==> src/mem_req_pkg.sv <==
package mem_req_pkg;

    typedef enum logic [2:0] {
        SIZE_BYTE = 3'd0,
        SIZE_HALF = 3'd1,
        SIZE_WORD = 3'd2
    } mem_size_e;

    // single access carried from tx_clk to rx_clk.
    typedef struct packed {
        logic [31:0] addr;
        logic        write;
        logic [31:0] wdata;
        mem_size_e   size;
        logic [6:0]  prot;
        logic        secen;
    } mem_req_t;

    typedef struct packed {
        logic [31:0] rdata;
        logic        slverr;
    } mem_rsp_t;

    typedef struct packed {
        logic     cyc;
        logic     stb;
        mem_req_t req;
    } wb_req_t;

    typedef struct packed {
        logic        ack;
        logic        err;
        logic [31:0] dat;
    } wb_rsp_t;

endpackage

==> src/mem_req_tx.sv <==
`timescale 1ns/1ps

module mem_req_tx
    import mem_req_pkg::*;
(
    input  logic     tx_clk,
    input  logic     tx_rstn,
    input  wb_req_t  wb_req,
    input  logic     rx_tog,
    input  mem_rsp_t rx_rsp,
    output wb_rsp_t  wb_rsp,
    output logic     tx_tog,
    output mem_req_t tx_req
);

    typedef enum logic [1:0] {
        IDLE,
        BUSY,
        DONE
    } tx_state_e;

    tx_state_e   state;
    logic        rx_tog_s1;
    logic        rx_tog_s2;
    logic        rx_seen;
    logic        start;
    logic        rx_done;
    logic        ack_q;
    logic        err_q;
    logic [31:0] dat_q;

    assign start   = (state == IDLE) && wb_req.cyc && wb_req.stb;
    assign rx_done = (state == BUSY) && (rx_tog_s2 != rx_seen);

    always_ff @(posedge tx_clk or negedge tx_rstn) begin
        if (~tx_rstn) begin
            rx_tog_s1 <= 1'b0;
            rx_tog_s2 <= 1'b0;
        end else begin
            rx_tog_s1 <= rx_tog;
            rx_tog_s2 <= rx_tog_s1;
        end
    end

    always_ff @(posedge tx_clk or negedge tx_rstn) begin
        if (~tx_rstn) begin
            state   <= IDLE;
            tx_tog  <= 1'b0;
            rx_seen <= 1'b0;
            ack_q   <= 1'b0;
            err_q   <= 1'b0;
        end else begin
            ack_q <= 1'b0;
            err_q <= 1'b0;
            case (state)
                IDLE: begin
                    if (start) begin
                        tx_tog <= ~tx_tog;           // hand request to rx side.
                        state  <= BUSY;
                    end
                end
                BUSY: begin
                    if (rx_done) begin
                        rx_seen <= rx_tog_s2;
                        ack_q   <= ~rx_rsp.slverr;
                        err_q   <= rx_rsp.slverr;
                        state   <= DONE;
                    end
                end
                DONE: begin
                    if (~wb_req.stb) begin
                        state <= IDLE;               // master released stb.
                    end
                end
                default: state <= IDLE;
            endcase
        end
    end

    // held stable until rx_tog returns.
    always_ff @(posedge tx_clk) begin
        if (start) begin
            tx_req <= wb_req.req;
        end
        if (rx_done) begin
            dat_q <= rx_rsp.rdata;
        end
    end

    assign wb_rsp = '{ack: ack_q, err: err_q, dat: dat_q};

endmodule

==> config.mk <==
export PLATFORM = sky130hd
export DESIGN_NAME = mem_req_tx
export DESIGN_NICKNAME = d
export VERILOG_FILES = /design/src/mem_req_pkg.sv /design/src/mem_req_tx.sv
export SDC_FILE = /design/constraint.sdc
export NUM_CORES = 1
export LEC_CHECK = 0
export ABC_AREA = 1
export BUFFER_PORTS_ARGS = -buffer_cell sky130_fd_sc_hd__buf_4
export CAP_MARGIN = 20
export CORE_AREA = 8 8 111 113
export DETAILED_ROUTE_END_ITERATION = 16
export DIE_AREA = 0 0 119 121
export GPL_TIMING_DRIVEN = 0
export PLACE_DENSITY = 0.66
export SYNTH_ARGS = -nofsm -noshare
export SYNTH_HDL_FRONTEND = slang
export SYNTH_SLANG_ARGS = --single-unit
==> constraint.sdc <==
create_clock -name tx_clk -period 4.6 [get_ports tx_clk]
set_input_delay 0.46 -clock tx_clk [delete_from_list [all_inputs] [get_ports tx_clk]]
set_output_delay 0.46 -clock tx_clk [all_outputs]
set_load 0.05 [all_outputs]
==> results.ini <==
[run_status]
outcome = finished, final reports clean

[global_route]
grt_pass1_vias = 2416
grt_max_degree = 75
antenna_found_initial = 0
grt_overflow_total = 0
grt.total_usage_pct = 13.11
grt_pass1_wl_um = 14070

[synthesis]
synth_area_leader_cell = edfxtp_1
synth-seq-area-share_pct = 96.19
yosysUniqueCellTypes = 11
syn_area_per_cell_um2 = 24.52
yosysWarnings = 0
netlist_area_um2 = 3580
syn_inst = 146
yosysTopAreaCellShare_pct = 90.60
synth.area.top_cells = edfxtp_1 91%, dfrtp_1 5.6%, nand2_1 1.2%
yosys_register_bits = 116
synth_nets = 260

[clock_tree]
hold_buffers = 1
clk_latency_ps = 490
cts_buffer_depth = 2
cts-root-buf = clkbuf_8
cts_tree = built
htreeDepth = 4
cts.repair.resized = 0
cts.sinks = 116
cts_setup_buffers = 0
cts_buffers = 17
clk_pin_slew_worst_paths_ps = 60

[flow_run]
drv_cap = 0

[placed_design]
io_buffers = 224
dp_hpwl_um = 7474
place_area_um2 = 5494
routabilityCongestion = 0.6977
dp.cells = 512

[sta]
tightest_slew_ps = 719.8
max_freq_ghz = 0.5616
min_period_ps = 1781
finalSetupViolCount = 0
skew_ps = 10.53
fin_setup_tns_ps = 0
rsz0062_at_grt = false
hold_viol_final = 0
slew_headroom_pct = 51.96
post-route-period-util_pct = 38.71
drv_slew = 0

[critical_path]
end_kind = register
r2r_cells = 4
arrival_ps = 1980
crit_type = reg -> reg
cp.required_ps = 4800
critPathSlowestCell = inv_1
critPathLaunchType = register
critical-path-max-stage-delay_ps = 550
crit_chain = nor2_4 -> nand3_2 -> inv_1 -> buf_16
path_max_fanout = 17

[cells_and_area]
layout.nets = 506
final_area_um2 = 6113
drive_above_1_share_pct = 64.11
layout.cells.non_filler = 544
final_common_cell = buf_4
n_antenna_cell = 0
syn_to_final_growth_pct = 70.78
fillers = 821
final_cell_mix = 226 x buf_4, 108 x edfxtp_1, 16 x clkbuf_16, 11 x nand2_1, 8 x dfrtp_1

[die]
die_area_um2 = 14400
fp.dieH_um = 121
start_util_pct = 33.76
core.rowCount = 38
die_w_um = 119
io_pins = 225
coreArea_um2 = 10600

[route]
vias_per_cell = 4.145
routed_wl_um = 9431
vias = 2255
ant_nets = 0
wire_per_inst_um = 17.34
drtIter0Drc = 128
drtPass1Iterations = 5
drc_errors = 0

[min_path]
hold_path_depth = 1
hold_path_class = in -> reg

[power_and_ir_drop]
peakVddDrop_uv = 306.4
p_leak_nw = 2.603
p_per_area_nw_per_um2 = 604.5

synth_stat cells, drive strengths merged:
cell type / n
buf: 2
dfrtp: 8
edfxtp: 108
inv: 9
nand2: 11
nand3: 2
nor2: 5
o21ai: 1
final cells by class:
type / count / area (µm²) / area share (%)
sequential: 116 / 3443 / 56.32
timing repair buffer: 227 / 1747 / 28.57
buffer: 2 / 15.01 / 0.2456
inverter: 9 / 36.28 / 0.5935
clock buffer: 20 / 425.4 / 6.959
clock inverter: 11 / 183.9 / 3.009
tap: 140 / 175.2 / 2.865
multi-input combinational: 19 / 87.58 / 1.433
worst paths after layout:
kind	slack, ps	startpoint	end
min	70	rx_tog	rx_tog_s1
min reg2reg	350	rx_tog_s1	rx_tog_s2
max	2820	state[1]	dat_q[23]
max in group asynchronous	4150	tx_rstn	rx_seen
min in group asynchronous	320	tx_rstn	ack_q
max reg2reg	2820	state[1]	dat_q[23]
through the flow:
stage	util, %	worst slack, ps	power (mW)	hold WS [ps]
finish	57.66	2819	3.695	69.37
detailed placement	51.82	2817	2.387	281.0
CTS	57.66	2801	3.744	33.61
floorplan	-	1965	2.024	164.4
global placement	51.27	1207	2.352	280.5
global route	57.66	2679	3.839	30.47
worst max-delay path, delay by kind of cell (launching register included):
kind | cells | cell delay [ps]
buf+inv | 2 | 780
simple gates | 2 | 270
flops | 1 | 420
kinds of logic (layout without fill, tap and decap cells):
kind of cell	Yosys count	in the layout	share of synthesized area, %
buffers and inverters	11	269	1.363
AND/OR/NAND/NOR	18	18	2.307
AO/OA/AOI/OAI	1	1	0.1397
flip-flops	116	116	96.19
per-layer routing:
metal	track usage, %	share of wire [%]	vias up
li1	-	-	1050
met1	13.14	35	1065
met2	22.30	54	124
met3	6.049	9.2	16
met4	7.273	2.3	0
met5	0	0	-
sequential cells by signal, indices dropped and copies added (netlist names):
name	count
rx_seen	1
tx_tog	1
tx_req	76
dat_q	32
rx_tog_s1	1
rx_tog_s2	1
ack_q	1
state	2
err_q	1
where the power goes:
part | switching [mW] | internal (mW) | total [mW]
logic | 0.674 | 0.271 | 0.945
clock network | 0.418 | 0.925 | 1.34
registers | 0.0503 | 1.36 | 1.41
Power figures use the tool's default switching activity.
