`config.mk`:
```
export PLATFORM = sky130hd
export DESIGN_NAME = axi_rx
export DESIGN_NICKNAME = d
export VERILOG_FILES = /design/src/mem_req_pkg.sv /design/src/axi_bridge_pkg.sv /design/src/axi_rx.sv
export SDC_FILE = /design/constraint.sdc
export NUM_CORES = 1
export LEC_CHECK = 0
export ABC_AREA = 0
export BUFFER_PORTS_ARGS = -buffer_cell sky130_fd_sc_hd__buf_2
export CAP_MARGIN = 15
export CORE_UTILIZATION = 45
export CTS_BUF_LIST = sky130_fd_sc_hd__clkbuf_2
export CTS_CLUSTER_SIZE = 40
export DETAILED_ROUTE_END_ITERATION = 6
export GPL_ROUTABILITY_DRIVEN = 0
export PLACE_DENSITY = 0.84
export REMOVE_ABC_BUFFERS = 1
export SLEW_MARGIN = 20
export SYNTH_ARGS = -nofsm -noshare
export SYNTH_HDL_FRONTEND = slang
export SYNTH_SLANG_ARGS = --single-unit
```
`constraint.sdc`:
```
create_clock -name rx_clk -period 3.5 [get_ports rx_clk]
set_clock_uncertainty 0.15 [all_clocks]
set_input_delay 0.525 -clock rx_clk [delete_from_list [all_inputs] [get_ports rx_clk]]
set_output_delay 0.525 -clock rx_clk [all_outputs]
set_load 0.01 [all_outputs]
```
`src/mem_req_pkg.sv`:
```
package mem_req_pkg;

    typedef enum logic [2:0] {
        SIZE_BYTE = 3'd0,
        SIZE_HALF = 3'd1,
        SIZE_WORD = 3'd2
    } mem_size_e;

    // single access carried from tx_clk to rx_clk.
    typedef struct packed {
        logic [31:0] addr;
        logic        write;
        logic [31:0] wdata;
        mem_size_e   size;
        logic [6:0]  prot;
        logic        secen;
    } mem_req_t;

    typedef struct packed {
        logic [31:0] rdata;
        logic        slverr;
    } mem_rsp_t;

    typedef struct packed {
        logic     cyc;
        logic     stb;
        mem_req_t req;
    } wb_req_t;

    typedef struct packed {
        logic        ack;
        logic        err;
        logic [31:0] dat;
    } wb_rsp_t;

endpackage

```
`src/axi_bridge_pkg.sv`:
```
package axi_bridge_pkg;

    localparam int          AXI_ID_W         = 9;
    localparam int          MEM_WORDS        = 256;
    localparam int          MEM_AW           = $clog2(MEM_WORDS);
    localparam logic [31:0] SECURE_BASE      = 32'h300;
    localparam int          RX_IGNORE_CYCLES = 15;
    localparam int          RX_IGN_W         = $clog2(RX_IGNORE_CYCLES + 1);

    typedef enum logic [1:0] {
        BURST_FIXED = 2'b00,
        BURST_INCR  = 2'b01,
        BURST_WRAP  = 2'b10
    } axi_burst_e;

    typedef enum logic [1:0] {
        RESP_OKAY   = 2'b00,
        RESP_EXOKAY = 2'b01,
        RESP_SLVERR = 2'b10,
        RESP_DECERR = 2'b11
    } axi_resp_e;

    typedef struct packed {
        logic [AXI_ID_W-1:0] awid;
        logic [31:0]         awaddr;
        logic [7:0]          awlen;
        logic [1:0]          awsize;
        axi_burst_e          awburst;
        logic [1:0]          awlock;
        logic [3:0]          awcache;
        logic [2:0]          awprot;
        logic                awvalid;
        logic [AXI_ID_W-1:0] wid;
        logic [31:0]         wdata;
        logic [3:0]          wstrb;
        logic                wlast;
        logic                wvalid;
        logic                bready;
        logic [AXI_ID_W-1:0] arid;
        logic [31:0]         araddr;
        logic [7:0]          arlen;
        logic [1:0]          arsize;
        axi_burst_e          arburst;
        logic [1:0]          arlock;
        logic [3:0]          arcache;
        logic [2:0]          arprot;
        logic                arvalid;
        logic                rready;
    } axi_req_t;

    typedef struct packed {
        logic        awready;
        logic        wready;
        logic        bvalid;
        axi_resp_e   bresp;
        logic        arready;
        logic        rvalid;
        logic [31:0] rdata;
        axi_resp_e   rresp;
        logic        rlast;
    } axi_rsp_t;

endpackage

```
`src/axi_rx.sv`:
```
`timescale 1ns/1ps

module axi_rx
    import mem_req_pkg::*;
    import axi_bridge_pkg::*;
(
    input  logic     rx_clk,
    input  logic     rx_rstn,
    input  logic     tx_tog,
    input  mem_req_t tx_req,
    input  axi_rsp_t axi_rsp,
    output logic     rx_tog,
    output mem_rsp_t rx_rsp,
    output axi_req_t axi_req
);

    logic [RX_IGN_W-1:0] ign_cnt;
    logic                tx_tog_s1;
    logic                tx_tog_s2;
    logic                tx_tog_s3;
    logic                tx_rec;
    logic                rec_dly;
    mem_req_t            req_q;

    logic        burst;
    logic [1:0]  off;
    logic [3:0]  bmask;
    logic [31:0] byte_mask;
    logic [63:0] wdata_sh;
    logic [7:0]  wstrb_sh;
    logic [63:0] rd_pair;
    logic [63:0] rd_shift;

    logic [31:0] a_addr;
    logic [7:0]  a_len;
    logic [2:0]  a_prot;
    logic        aw_valid;
    logic        ar_valid;
    logic        w_valid;
    logic        w_last;
    logic [31:0] w_data;
    logic [3:0]  w_strb;
    logic [31:0] rd_lo;
    logic        rd_lo_err;

    logic        w_hs;
    logic        r_hs;
    logic        r_done;
    logic        b_hs;

    assign tx_rec = (tx_tog_s2 ^ tx_tog_s3) & ~(|ign_cnt);

    always_ff @(posedge rx_clk or negedge rx_rstn) begin
        if (~rx_rstn) begin
            ign_cnt   <= RX_IGN_W'(RX_IGNORE_CYCLES);
            tx_tog_s1 <= 1'b0;
            tx_tog_s2 <= 1'b0;
            tx_tog_s3 <= 1'b0;
            rec_dly   <= 1'b0;
        end else begin
            if (|ign_cnt) begin
                ign_cnt <= ign_cnt - 1'b1;
            end
            tx_tog_s1 <= tx_tog;
            tx_tog_s2 <= tx_tog_s1;
            tx_tog_s3 <= tx_tog_s2;                  // edge flop.
            rec_dly   <= tx_rec;
        end
    end

    always_ff @(posedge rx_clk) begin
        if (tx_rec) begin
            req_q <= tx_req;
        end
    end

    assign off   = req_q.addr[1:0];
    assign burst = ({1'b0, off} + (3'd1 << req_q.size)) > 3'd4;

    always_comb begin
        case (req_q.size)
            SIZE_BYTE: bmask = 4'b0001;
            SIZE_HALF: bmask = 4'b0011;
            default:   bmask = 4'b1111;
        endcase
    end

    assign byte_mask = {{8{bmask[3]}}, {8{bmask[2]}}, {8{bmask[1]}}, {8{bmask[0]}}};
    assign wdata_sh  = {32'b0, req_q.wdata} << {off, 3'b000};
    assign wstrb_sh  = {4'b0, bmask} << off;

    assign w_hs   = w_valid & axi_rsp.wready;
    assign r_hs   = axi_rsp.rvalid;                  // rready is tied high.
    assign r_done = r_hs & axi_rsp.rlast;
    assign b_hs   = axi_rsp.bvalid;

    always_ff @(posedge rx_clk) begin
        if (rec_dly) begin
            a_addr <= {req_q.addr[31:2], 2'b00};
            a_len  <= {7'b0, burst};
            a_prot <= req_q.prot[2:0] & {1'b1, req_q.secen, 1'b1};
        end
    end

    always_ff @(posedge rx_clk or negedge rx_rstn) begin
        if (~rx_rstn) begin
            aw_valid <= 1'b0;
            ar_valid <= 1'b0;
            w_valid  <= 1'b0;
            w_last   <= 1'b0;
            rx_tog   <= 1'b0;
        end else begin
            if (rec_dly && req_q.write) begin
                aw_valid <= 1'b1;
                w_valid  <= 1'b1;
                w_last   <= ~burst;
            end else begin
                if (axi_rsp.awready) begin
                    aw_valid <= 1'b0;
                end
                if (w_hs && w_last) begin
                    w_valid <= 1'b0;
                end else if (w_hs) begin
                    w_last <= 1'b1;
                end
            end
            if (rec_dly && ~req_q.write) begin
                ar_valid <= 1'b1;
            end else if (axi_rsp.arready) begin
                ar_valid <= 1'b0;
            end
            rx_tog <= rx_tog ^ (r_done | b_hs);
        end
    end

    // second beat carries the bytes spilled past the word.
    always_ff @(posedge rx_clk) begin
        if (rec_dly && req_q.write) begin
            w_data <= wdata_sh[31:0];
            w_strb <= wstrb_sh[3:0];
        end else if (w_hs && ~w_last) begin
            w_data <= wdata_sh[63:32];
            w_strb <= wstrb_sh[7:4];
        end
    end

    assign rd_pair  = burst ? {axi_rsp.rdata, rd_lo} : {32'b0, axi_rsp.rdata};
    assign rd_shift = rd_pair >> {off, 3'b000};

    always_ff @(posedge rx_clk) begin
        if (r_hs && ~axi_rsp.rlast) begin
            rd_lo     <= axi_rsp.rdata;
            rd_lo_err <= axi_rsp.rresp[1];
        end
        if (r_done) begin
            rx_rsp.rdata  <= rd_shift[31:0] & byte_mask;
            rx_rsp.slverr <= axi_rsp.rresp[1] | (burst & rd_lo_err);
        end else if (b_hs) begin
            rx_rsp.rdata  <= 32'b0;
            rx_rsp.slverr <= axi_rsp.bresp[1];
        end
    end

    always_comb begin
        axi_req         = '0;                        // ids, lock and cache stay 0.
        axi_req.awaddr  = a_addr;
        axi_req.awlen   = a_len;
        axi_req.awsize  = 2'd2;
        axi_req.awburst = BURST_INCR;
        axi_req.awprot  = a_prot;
        axi_req.awvalid = aw_valid;
        axi_req.wdata   = w_data;
        axi_req.wstrb   = w_strb;
        axi_req.wlast   = w_last;
        axi_req.wvalid  = w_valid;
        axi_req.bready  = 1'b1;
        axi_req.araddr  = a_addr;
        axi_req.arlen   = a_len;
        axi_req.arsize  = 2'd2;
        axi_req.arburst = BURST_INCR;
        axi_req.arprot  = a_prot;
        axi_req.arvalid = ar_valid;
        axi_req.rready  = 1'b1;
    end

endmodule

```
==> results of run 1 <==
-- cell families after synthesis --
group | Yosys count | synth area share (%)
multiplexers | 81 | 10.47
buffers and inverters | 147 | 10.01
AO/OA/AOI/OAI | 94 | 5.953
adder cells (fa/ha/maj) | 3 | 0.4579
other | 2 | 0.07634
AND/OR/NAND/NOR | 116 | 5.826
flip-flops | 221 | 66.85
XOR/XNOR | 4 | 0.3562
-- state kept, by name, summed over array words and instances, names as in the netlist, 3 cells and up --
signal / cells
w_data: 32
rd_lo: 32
rx_rsp: 33
ign_cnt: 4
a_addr: 30
w_strb: 4
req_q: 70
a_prot: 3
-- worst min-delay path by stage --
| stage | from | to | slack, ns |
|---|---|---|---|
| finish | rx_rstn | ign_cnt[1]$_DFFE_PN1N_ | 0.16 |
| floorplan | rx_rstn | ar_valid$_DFFE_PN0P_ | 0.08 |
| global route | rx_rstn | ign_cnt[3]$_DFFE_PN1N_ | 0.11 |
| CTS | rx_rstn | ign_cnt[1]$_DFFE_PN1N_ | 0.08 |
| global placement | tx_tog_s1$_DFF_PN0_ | tx_tog_s2$_DFF_PN0_ | 0.18 |
| detailed placement | tx_tog_s1$_DFF_PN0_ | tx_tog_s2$_DFF_PN0_ | 0.19 |
-- what timing repair did --
item | in CTS | in global routing
gates resized for setup | 0 | 1
setup endpoints to repair | 0 | 4
endpoints found under the hold margin | 131 | 0
hold buffers | 112 | 0
-- layer usage --
metal | GRT usage [%] | vias up | routed length (µm)
met5 | 0 | - | 0
met4 | 7.980 | 0 | 543
met3 | 5.945 | 50 | 2688
met2 | 40.81 | 482 | 13660
met1 | 26.94 | 3427 | 9425
li1 | - | 3128 | -
-- placed cells by master (no fill, tap or decap), types with 2 or more instances in the layout --
master	n
sky130_fd_sc_hd__o21ai_4	2
sky130_fd_sc_hd__nand2_1	50
sky130_fd_sc_hd__clkbuf_2	84
sky130_fd_sc_hd__nand3_1	6
sky130_fd_sc_hd__nor3_1	8
sky130_fd_sc_hd__ha_1	2
sky130_fd_sc_hd__xor2_1	2
sky130_fd_sc_hd__dlygate4sd3_1	112
sky130_fd_sc_hd__mux2i_1	50
sky130_fd_sc_hd__inv_2	2
sky130_fd_sc_hd__xnor2_1	2
sky130_fd_sc_hd__nand4_1	7
sky130_fd_sc_hd__a22oi_1	2
sky130_fd_sc_hd__clkinv_1	8
sky130_fd_sc_hd__o21ai_0	19
sky130_fd_sc_hd__clkinv_2	2
sky130_fd_sc_hd__o21a_1	7
sky130_fd_sc_hd__conb_1	67
sky130_fd_sc_hd__inv_1	9
sky130_fd_sc_hd__buf_2	256
sky130_fd_sc_hd__a21oi_1	4
sky130_fd_sc_hd__a21o_1	2
sky130_fd_sc_hd__mux4_1	3
sky130_fd_sc_hd__or3_1	7
sky130_fd_sc_hd__mux4_2	12
sky130_fd_sc_hd__dfrtp_1	9
sky130_fd_sc_hd__o22ai_1	32
sky130_fd_sc_hd__dfstp_2	4
sky130_fd_sc_hd__a31oi_1	22
sky130_fd_sc_hd__buf_4	17
sky130_fd_sc_hd__nor2b_1	2
sky130_fd_sc_hd__edfxtp_1	208
sky130_fd_sc_hd__nor2_1	11
sky130_fd_sc_hd__and2_1	3
sky130_fd_sc_hd__and3_1	15
sky130_fd_sc_hd__mux2_2	16
-- report_power, final --
part	total, mW	internal (mW)	leakage (nW)	switching (mW)
clock network	1.76	0.708	0.386	1.05
logic	1.06	0.447	2.78	0.608
registers	3.29	3.18	2.19	0.110
total	6.10	4.33	5.36	1.77
-- area by class of cell --
cell class                 count  area, µm²  area share (%)
multi-input combinational    365       2546           20.25
timing repair buffer         387       2561           20.37
sequential                   221       6576           52.29
clock buffer                  84      420.4           3.343
clock inverter                12      82.58          0.6567
tap                          275      344.1           2.736
inverter                      12      45.04          0.3582
==> summary.txt, run 1 <==
Status
  – Status: completed

Logic synthesis
  – Synth warn: 0
  – Yosys top cell area share: 63.50%
  – Number of flops mapped to enable cells by yosys: 208
  – Part of the Yosys area used for sequential elements: 66.85%
  – Most frequently used flop master after synthesis: sky130_fd_sc_hd__edfxtp_1
  – Mapped cell area: 9837 µm²
  – Cell variety after synth: 47
  – Most common cell in the netlist: sky130_fd_sc_hd__edfxtp_1
  – Leading cell types by total area after synthesis: sky130_fd_sc_hd__edfxtp_1 (63%), sky130_fd_sc_hd__buf_4 (8.1%), sky130_fd_sc_hd__mux2i_1 (5.1%), sky130_fd_sc_hd__mux4_2 (2.7%), sky130_fd_sc_hd__dfrtp_1 (2.3%)
  – Async S/R FF share, synth: 5.882%
  – Yosys top cell by area: sky130_fd_sc_hd__edfxtp_1
  – Yosys reg bits: 221
  – Post-synthesis average cell area: 14.73 µm²
  – Commonest cells in the synthesized netlist: sky130_fd_sc_hd__edfxtp_1 (208), sky130_fd_sc_hd__buf_4 (106), sky130_fd_sc_hd__mux2i_1 (50), sky130_fd_sc_hd__nand2_1 (50), sky130_fd_sc_hd__o22ai_1 (32)
  – Number of cells produced by synthesis: 668

Timing
  – Hold_ws: 0.1592 ns
  – Slew Viols, Final: 0
  – Setup ws final: 0.1236 ns
  – Number of hold violations in the final report: 0
  – Max transition margin: 36.65%
  – Clock period minus final worst setup slack: 3.376 ns
  – Worst-margin pin slew: 0.9503 ns
  – Setup repair after global routing missed its margin: no
  – Aggregate negative setup slack: 0 ns
  – Highest clock frequency the design can meet: 296.2 MHz
  – Fin crit share: 96.47%
  – Endpoints failing setup: 0

GRT
  – Largest net degree at the start of global routing: 58
  – Number of antenna violations at the first check in global routing: 0
  – Global-route wire length before repair: 38.70 mm
  – Leftover overflow at the end of global routing: 0
  – Vias in the first global route: 7,187
  – Global Route Usage Sum: 23.03%

Floorplanning
  – Die outline width: 149.9 µm
  – Number of rows created at floorplan: 53
  – Initial standard-cell utilization of the core: 46.36%
  – Core footprint: 21,220 µm²
  – IO Count: 330
  – Die Footprint: 22,460 µm²
  – Die height: 149.9 µm

Setup path
  – Capture point of the worst path: rx_rsp[21]$_SDFFCE_PN0N_
  – Launch point of the worst path: req_q[10]$_DFFE_PP_
  – Signal arrival time at the worst endpoint: 3.82 ns
  – CP endpoint kind: flop
  – Library cell contributing the largest single delay on the critical path: sky130_fd_sc_hd__inv_2
  – Delay-heaviest family, CP: adder cells
  – Largest stage delay, worst path: 0.44 ns
  – Startpoint of the worst-slack reg-to-reg timing path: req_q[10]$_DFFE_PP_
  – Crit Path Max Fanout: 24
  – Cell Chain, Critical Path: or2_2, nor2_1, ha_1, inv_1, fa_1, xnor2_1, o21ai_4, inv_2, mux2i_1, mux2_2, o22ai_1
  – Worst reg-to-reg setup slack: 0.12 ns
  – Required time at the worst-slack endpoint: 3.94 ns
  – WS Path Type: flop to flop
  – Worst reg-to-reg path cell count: 11
  – Startpoint type of the worst setup path: flop
  – Critical path depth in cells: 11
  – Capture instance of the worst register-to-register path: rx_rsp[21]$_SDFFCE_PN0N_
  – Buffer and inverter count on the worst path: 2

Detailed routing
  – Number of iterations in the first detailed-routing pass: 5
  – Number of nets with antenna violations after detailed routing: 0
  – Via count of the routed design: 7,087
  – Count of unresolved DRC violations after routing: 0
  – Avg Vias per Cell: 5.226
  – DR WL/cell: 19.41 µm
  – DRC marker count from the first detailed-route iteration: 541
  – Total wirelength of the detailed-routed design: 26.32 mm

Pwr
  – Static leakage power: 5.362 nW
  – IR Drop Worst-Case VDD: 0.4922 mV
  – Overall power after layout: 6.101 mW
  – Power per Cell Area: 485.2 nW/µm²

Cells and area
  – Non-filler cells, final: 1,356
  – Share of the core filled with cells in the final layout: 59.26%
  – Growth of design area from synthesis to finish: 27.84%
  – Number of fill cells: 1,601
  – Antenna fix cells: 0
  – Post-layout instance area: 12,580 µm²
  – Share of final-layout standard cells stronger than drive strength 1: 37.56%
  – # nets final: 1,164

Clock network
  – Number of levels the H-tree was split into: 2
  – Clock tree from TritonCTS: built
  – Maximum buffer depth of the clock tree: 3
  – Clock latency at the later pin of the worst-skew pair: 0.79 ns
  – CTS Root Buffer Type: sky130_fd_sc_hd__clkbuf_2
  – Number of buffers created by CTS: 53
  – Clock transition time at the flip-flop clock pins of the worst setup and hold paths: 0.10 ns
  – Number of buffers inserted to repair setup after CTS: 0
  – Clock Sink Count: 221

Placed design
  – Placed wire-length estimate after detailed placement: 15.29 mm
  – Worst slack after detailed placement: 0.09785 ns
  – Number of instances in the placed design: 1,148
  – I/O Buffers: 256
  – Placed cell area: 10,950 µm²

Job
  – Max-capacitance violation count: 0

Worst hold path
  – Hold/Removal Path Class: input port to async pin
Note: power is estimated with default switching activity, not from simulation.
==> run 2, diff against run 1 <==
--- a/config.mk
+++ b/config.mk
@@ -8,12 +8,12 @@
 export ABC_AREA = 0
 export BUFFER_PORTS_ARGS = -buffer_cell sky130_fd_sc_hd__buf_2
 export CAP_MARGIN = 15
-export CORE_UTILIZATION = 45
+export CORE_UTILIZATION = 40
 export CTS_BUF_LIST = sky130_fd_sc_hd__clkbuf_2
 export CTS_CLUSTER_SIZE = 40
 export DETAILED_ROUTE_END_ITERATION = 6
 export GPL_ROUTABILITY_DRIVEN = 0
-export PLACE_DENSITY = 0.84
+export PLACE_DENSITY = 0.77
 export REMOVE_ABC_BUFFERS = 1
 export SLEW_MARGIN = 20
 export SYNTH_ARGS = -nofsm -noshare
==> constraint.sdc (replaced) <==
create_clock -name rx_clk -period 3.1 [get_ports rx_clk]
set_clock_uncertainty 0.15 [all_clocks]
set_input_delay 0.465 -clock rx_clk [delete_from_list [all_inputs] [get_ports rx_clk]]
set_output_delay 0.465 -clock rx_clk [all_outputs]
set_load 0.01 [all_outputs]
==> run 2 against run 1 <==
Non-clock buffer count grew 31. Final cell count increased by 6.6%. Register-to-register slack lost 0.07 ns. Clock power increased by 11%. Hold slack gained 0.0018 ns. Highest routed layer unchanged.
==> summary.txt, run 2 (same netlist as run 1, synthesis figures left out) <==
Status
  – Status: completed

Timing
  – Highest clock frequency the design can meet: 328.7 MHz
  – Endpoints failing setup: 0
  – Fin crit share: 98.14%
  – Number of hold violations in the final report: 0
  – Max transition margin: 43.00%
  – Setup repair after global routing missed its margin: yes
  – Slew Viols, Final: 0
  – Worst-margin pin slew: 0.8551 ns
  – Aggregate negative setup slack: 0 ns
  – Clock period minus final worst setup slack: 3.042 ns

Detailed routing
  – Via count of the routed design: 7,077
  – Total wirelength of the detailed-routed design: 26.11 mm
  – Avg Vias per Cell: 4.894
  – Count of unresolved DRC violations after routing: 0
  – DR WL/cell: 18.06 µm
  – DRC marker count from the first detailed-route iteration: 535
  – Number of iterations in the first detailed-routing pass: 6
  – Number of nets with antenna violations after detailed routing: 0

Floorplanning
  – IO Count: 330
  – Core footprint: 24,250 µm²
  – Die Footprint: 25,220 µm²
  – Die outline width: 158.8 µm
  – Number of rows created at floorplan: 57
  – Die height: 158.8 µm
  – Initial standard-cell utilization of the core: 40.57%

Cells and area
  – # nets final: 1,199
  – Share of final-layout standard cells stronger than drive strength 1: 40.86%
  – Growth of design area from synthesis to finish: 33.50%
  – Commonest cells after routing, fill and taps aside: sky130_fd_sc_hd__buf_2 (256), sky130_fd_sc_hd__edfxtp_1 (208), sky130_fd_sc_hd__dlygate4sd3_1 (115), sky130_fd_sc_hd__clkbuf_2 (81), sky130_fd_sc_hd__conb_1 (67)
  – Flip-flop count of the largest register after layout: 70
  – Most common cell after layout, fill and taps aside: sky130_fd_sc_hd__buf_2
  – Number of fill cells: 2,002
  – Largest reg by FF count: req_q
  – Largest regs: req_q: 70 flops, rx_rsp: 33 flops

Pwr
  – Overall power after layout: 6.974 mW
  – Static leakage power: 5.553 nW
  – IR Drop Worst-Case VDD: 0.4105 mV
  – Power per Cell Area: 531.0 nW/µm²

Setup path
  – WS Path Type: flop to flop
  – Required time at the worst-slack endpoint: 3.49 ns
  – Crit Path Max Fanout: 5
  – CP endpoint kind: flop
  – Startpoint type of the worst setup path: flop
  – Signal arrival time at the worst endpoint: 3.43 ns

Job
  – Max-capacitance violation count: 0

Clock network
  – Clock tree from TritonCTS: built
  – Clock transition time at the flip-flop clock pins of the worst setup and hold paths: 0.13 ns
  – Clock latency at the later pin of the worst-skew pair: 0.85 ns
  – Number of buffers created by CTS: 57
  – Maximum buffer depth of the clock tree: 3
  – Number of levels the H-tree was split into: 2
  – CTS Root Buffer Type: sky130_fd_sc_hd__clkbuf_2
  – Clock Sink Count: 221

Placed design
  – Placed wire-length estimate after detailed placement: 15.08 mm
  – I/O Buffers: 256

GRT
  – Vias in the first global route: 7,331
  – Global-route wire length before repair: 39.13 mm
  – Global Route Usage Sum: 20.08%
  – Largest net degree at the start of global routing: 74
  – Leftover overflow at the end of global routing: 0
  – Number of antenna violations at the first check in global routing: 1

Worst hold path
  – Hold/Removal Path Class: input port to flop
run 2: cell count changes in the layout (fill, tap and decap cells not counted), sizes merged:
cell and change:
buf +27, bufinv -1, clkbuf -2, clkinv +11
clkinvlp +1, diode +1, dlygate4sd3 +3, inv +1
run 2: through the flow:
step           std cells  worst slack [ns]  hold slack, ns  utilization [%]  cell area (µm²)
2_1_floorplan        598            -2.993         0.01941                -             9141
3_5_place_dp        1205           -0.1092          0.1862            45.86            11120
6_report            1446           0.05758          0.1610            54.16            13130
3_3_place_gp        1205          -0.06060          0.1821            45.86            11120
4_1_cts             1443          0.002171        0.009205            53.63            13000
5_1_grt             1446          -0.05599         0.07710            54.16            13130
run 2: critical path, stage by stage, from the launching register on:
cell and delay, ns:
sky130_fd_sc_hd__edfxtp_1 0.39, sky130_fd_sc_hd__or2_4 0.28, sky130_fd_sc_hd__nor2_4 0.11, sky130_fd_sc_hd__ha_4 0.14, sky130_fd_sc_hd__inv_2 0.03, sky130_fd_sc_hd__fa_2 0.52
sky130_fd_sc_hd__inv_2 0.04, sky130_fd_sc_hd__o21ai_4 0.20, sky130_fd_sc_hd__buf_6 0.14, sky130_fd_sc_hd__buf_12 0.11, sky130_fd_sc_hd__mux4_2 0.50, sky130_fd_sc_hd__nand2_1 0.08
sky130_fd_sc_hd__o21ai_0 0.08
run 2: path summary, 6_finish.rpt:
kind	start	to	cells after the start	slack [ns]
max	req_q[9]$_DFFE_PP_	rx_rsp[4]$_SDFFCE_PN0N_	12	0.06
min in group asynchronous	rx_rstn	ign_cnt[3]$_DFFE_PN1N_	3	0.55
max reg2reg	req_q[9]$_DFFE_PP_	rx_rsp[4]$_SDFFCE_PN0N_	12	0.06
min reg2reg	tx_tog_s1$_DFF_PN0_	tx_tog_s2$_DFF_PN0_	0	0.22
max in group asynchronous	rx_rstn	aw_valid$_DFFE_PN0P_	4	1.33
min	tx_req[58]	req_q[58]$_DFFE_PP_	2	0.16
run 2: final cells by class:
class	instances	area [µm²]	area share, %
clock buffer	81	405.4	3.087
multi-input combinational	365	2686	20.46
timing repair buffer	418	2895	22.05
inverter	12	50.05	0.3811
antenna	1	2.502	0.01905
tap	324	405.4	3.087
clock inverter	24	111.4	0.8479
sequential	221	6576	50.08
run 2: layer usage:
layer / vias to the layer above / GRT usage [%] / routed length, µm
li1: 3211 / - / -
met1: 3406 / 24.02 / 9942
met2: 404 / 34.97 / 13510
met3: 56 / 4.258 / 2073
met4: 0 / 8.341 / 592
met5: - / 0 / 0
run 2: power by group:
part / switching, mW / internal (mW) / leakage, nW / total, mW
clock: 1.23 / 0.725 / 0.387 / 1.95
combinational: 0.724 / 0.597 / 2.97 / 1.32
sequential: 0.112 / 3.59 / 2.19 / 3.70
run 2: timing repair:
action,4_1_cts,5_1_grt
hold buffers,115,0
resized for setup,20,31
gates cloned,2,1
hold endpoints to repair,151,0
setup buffers,17,3
endpoints found under the setup margin,22,32
pin swaps,6,6
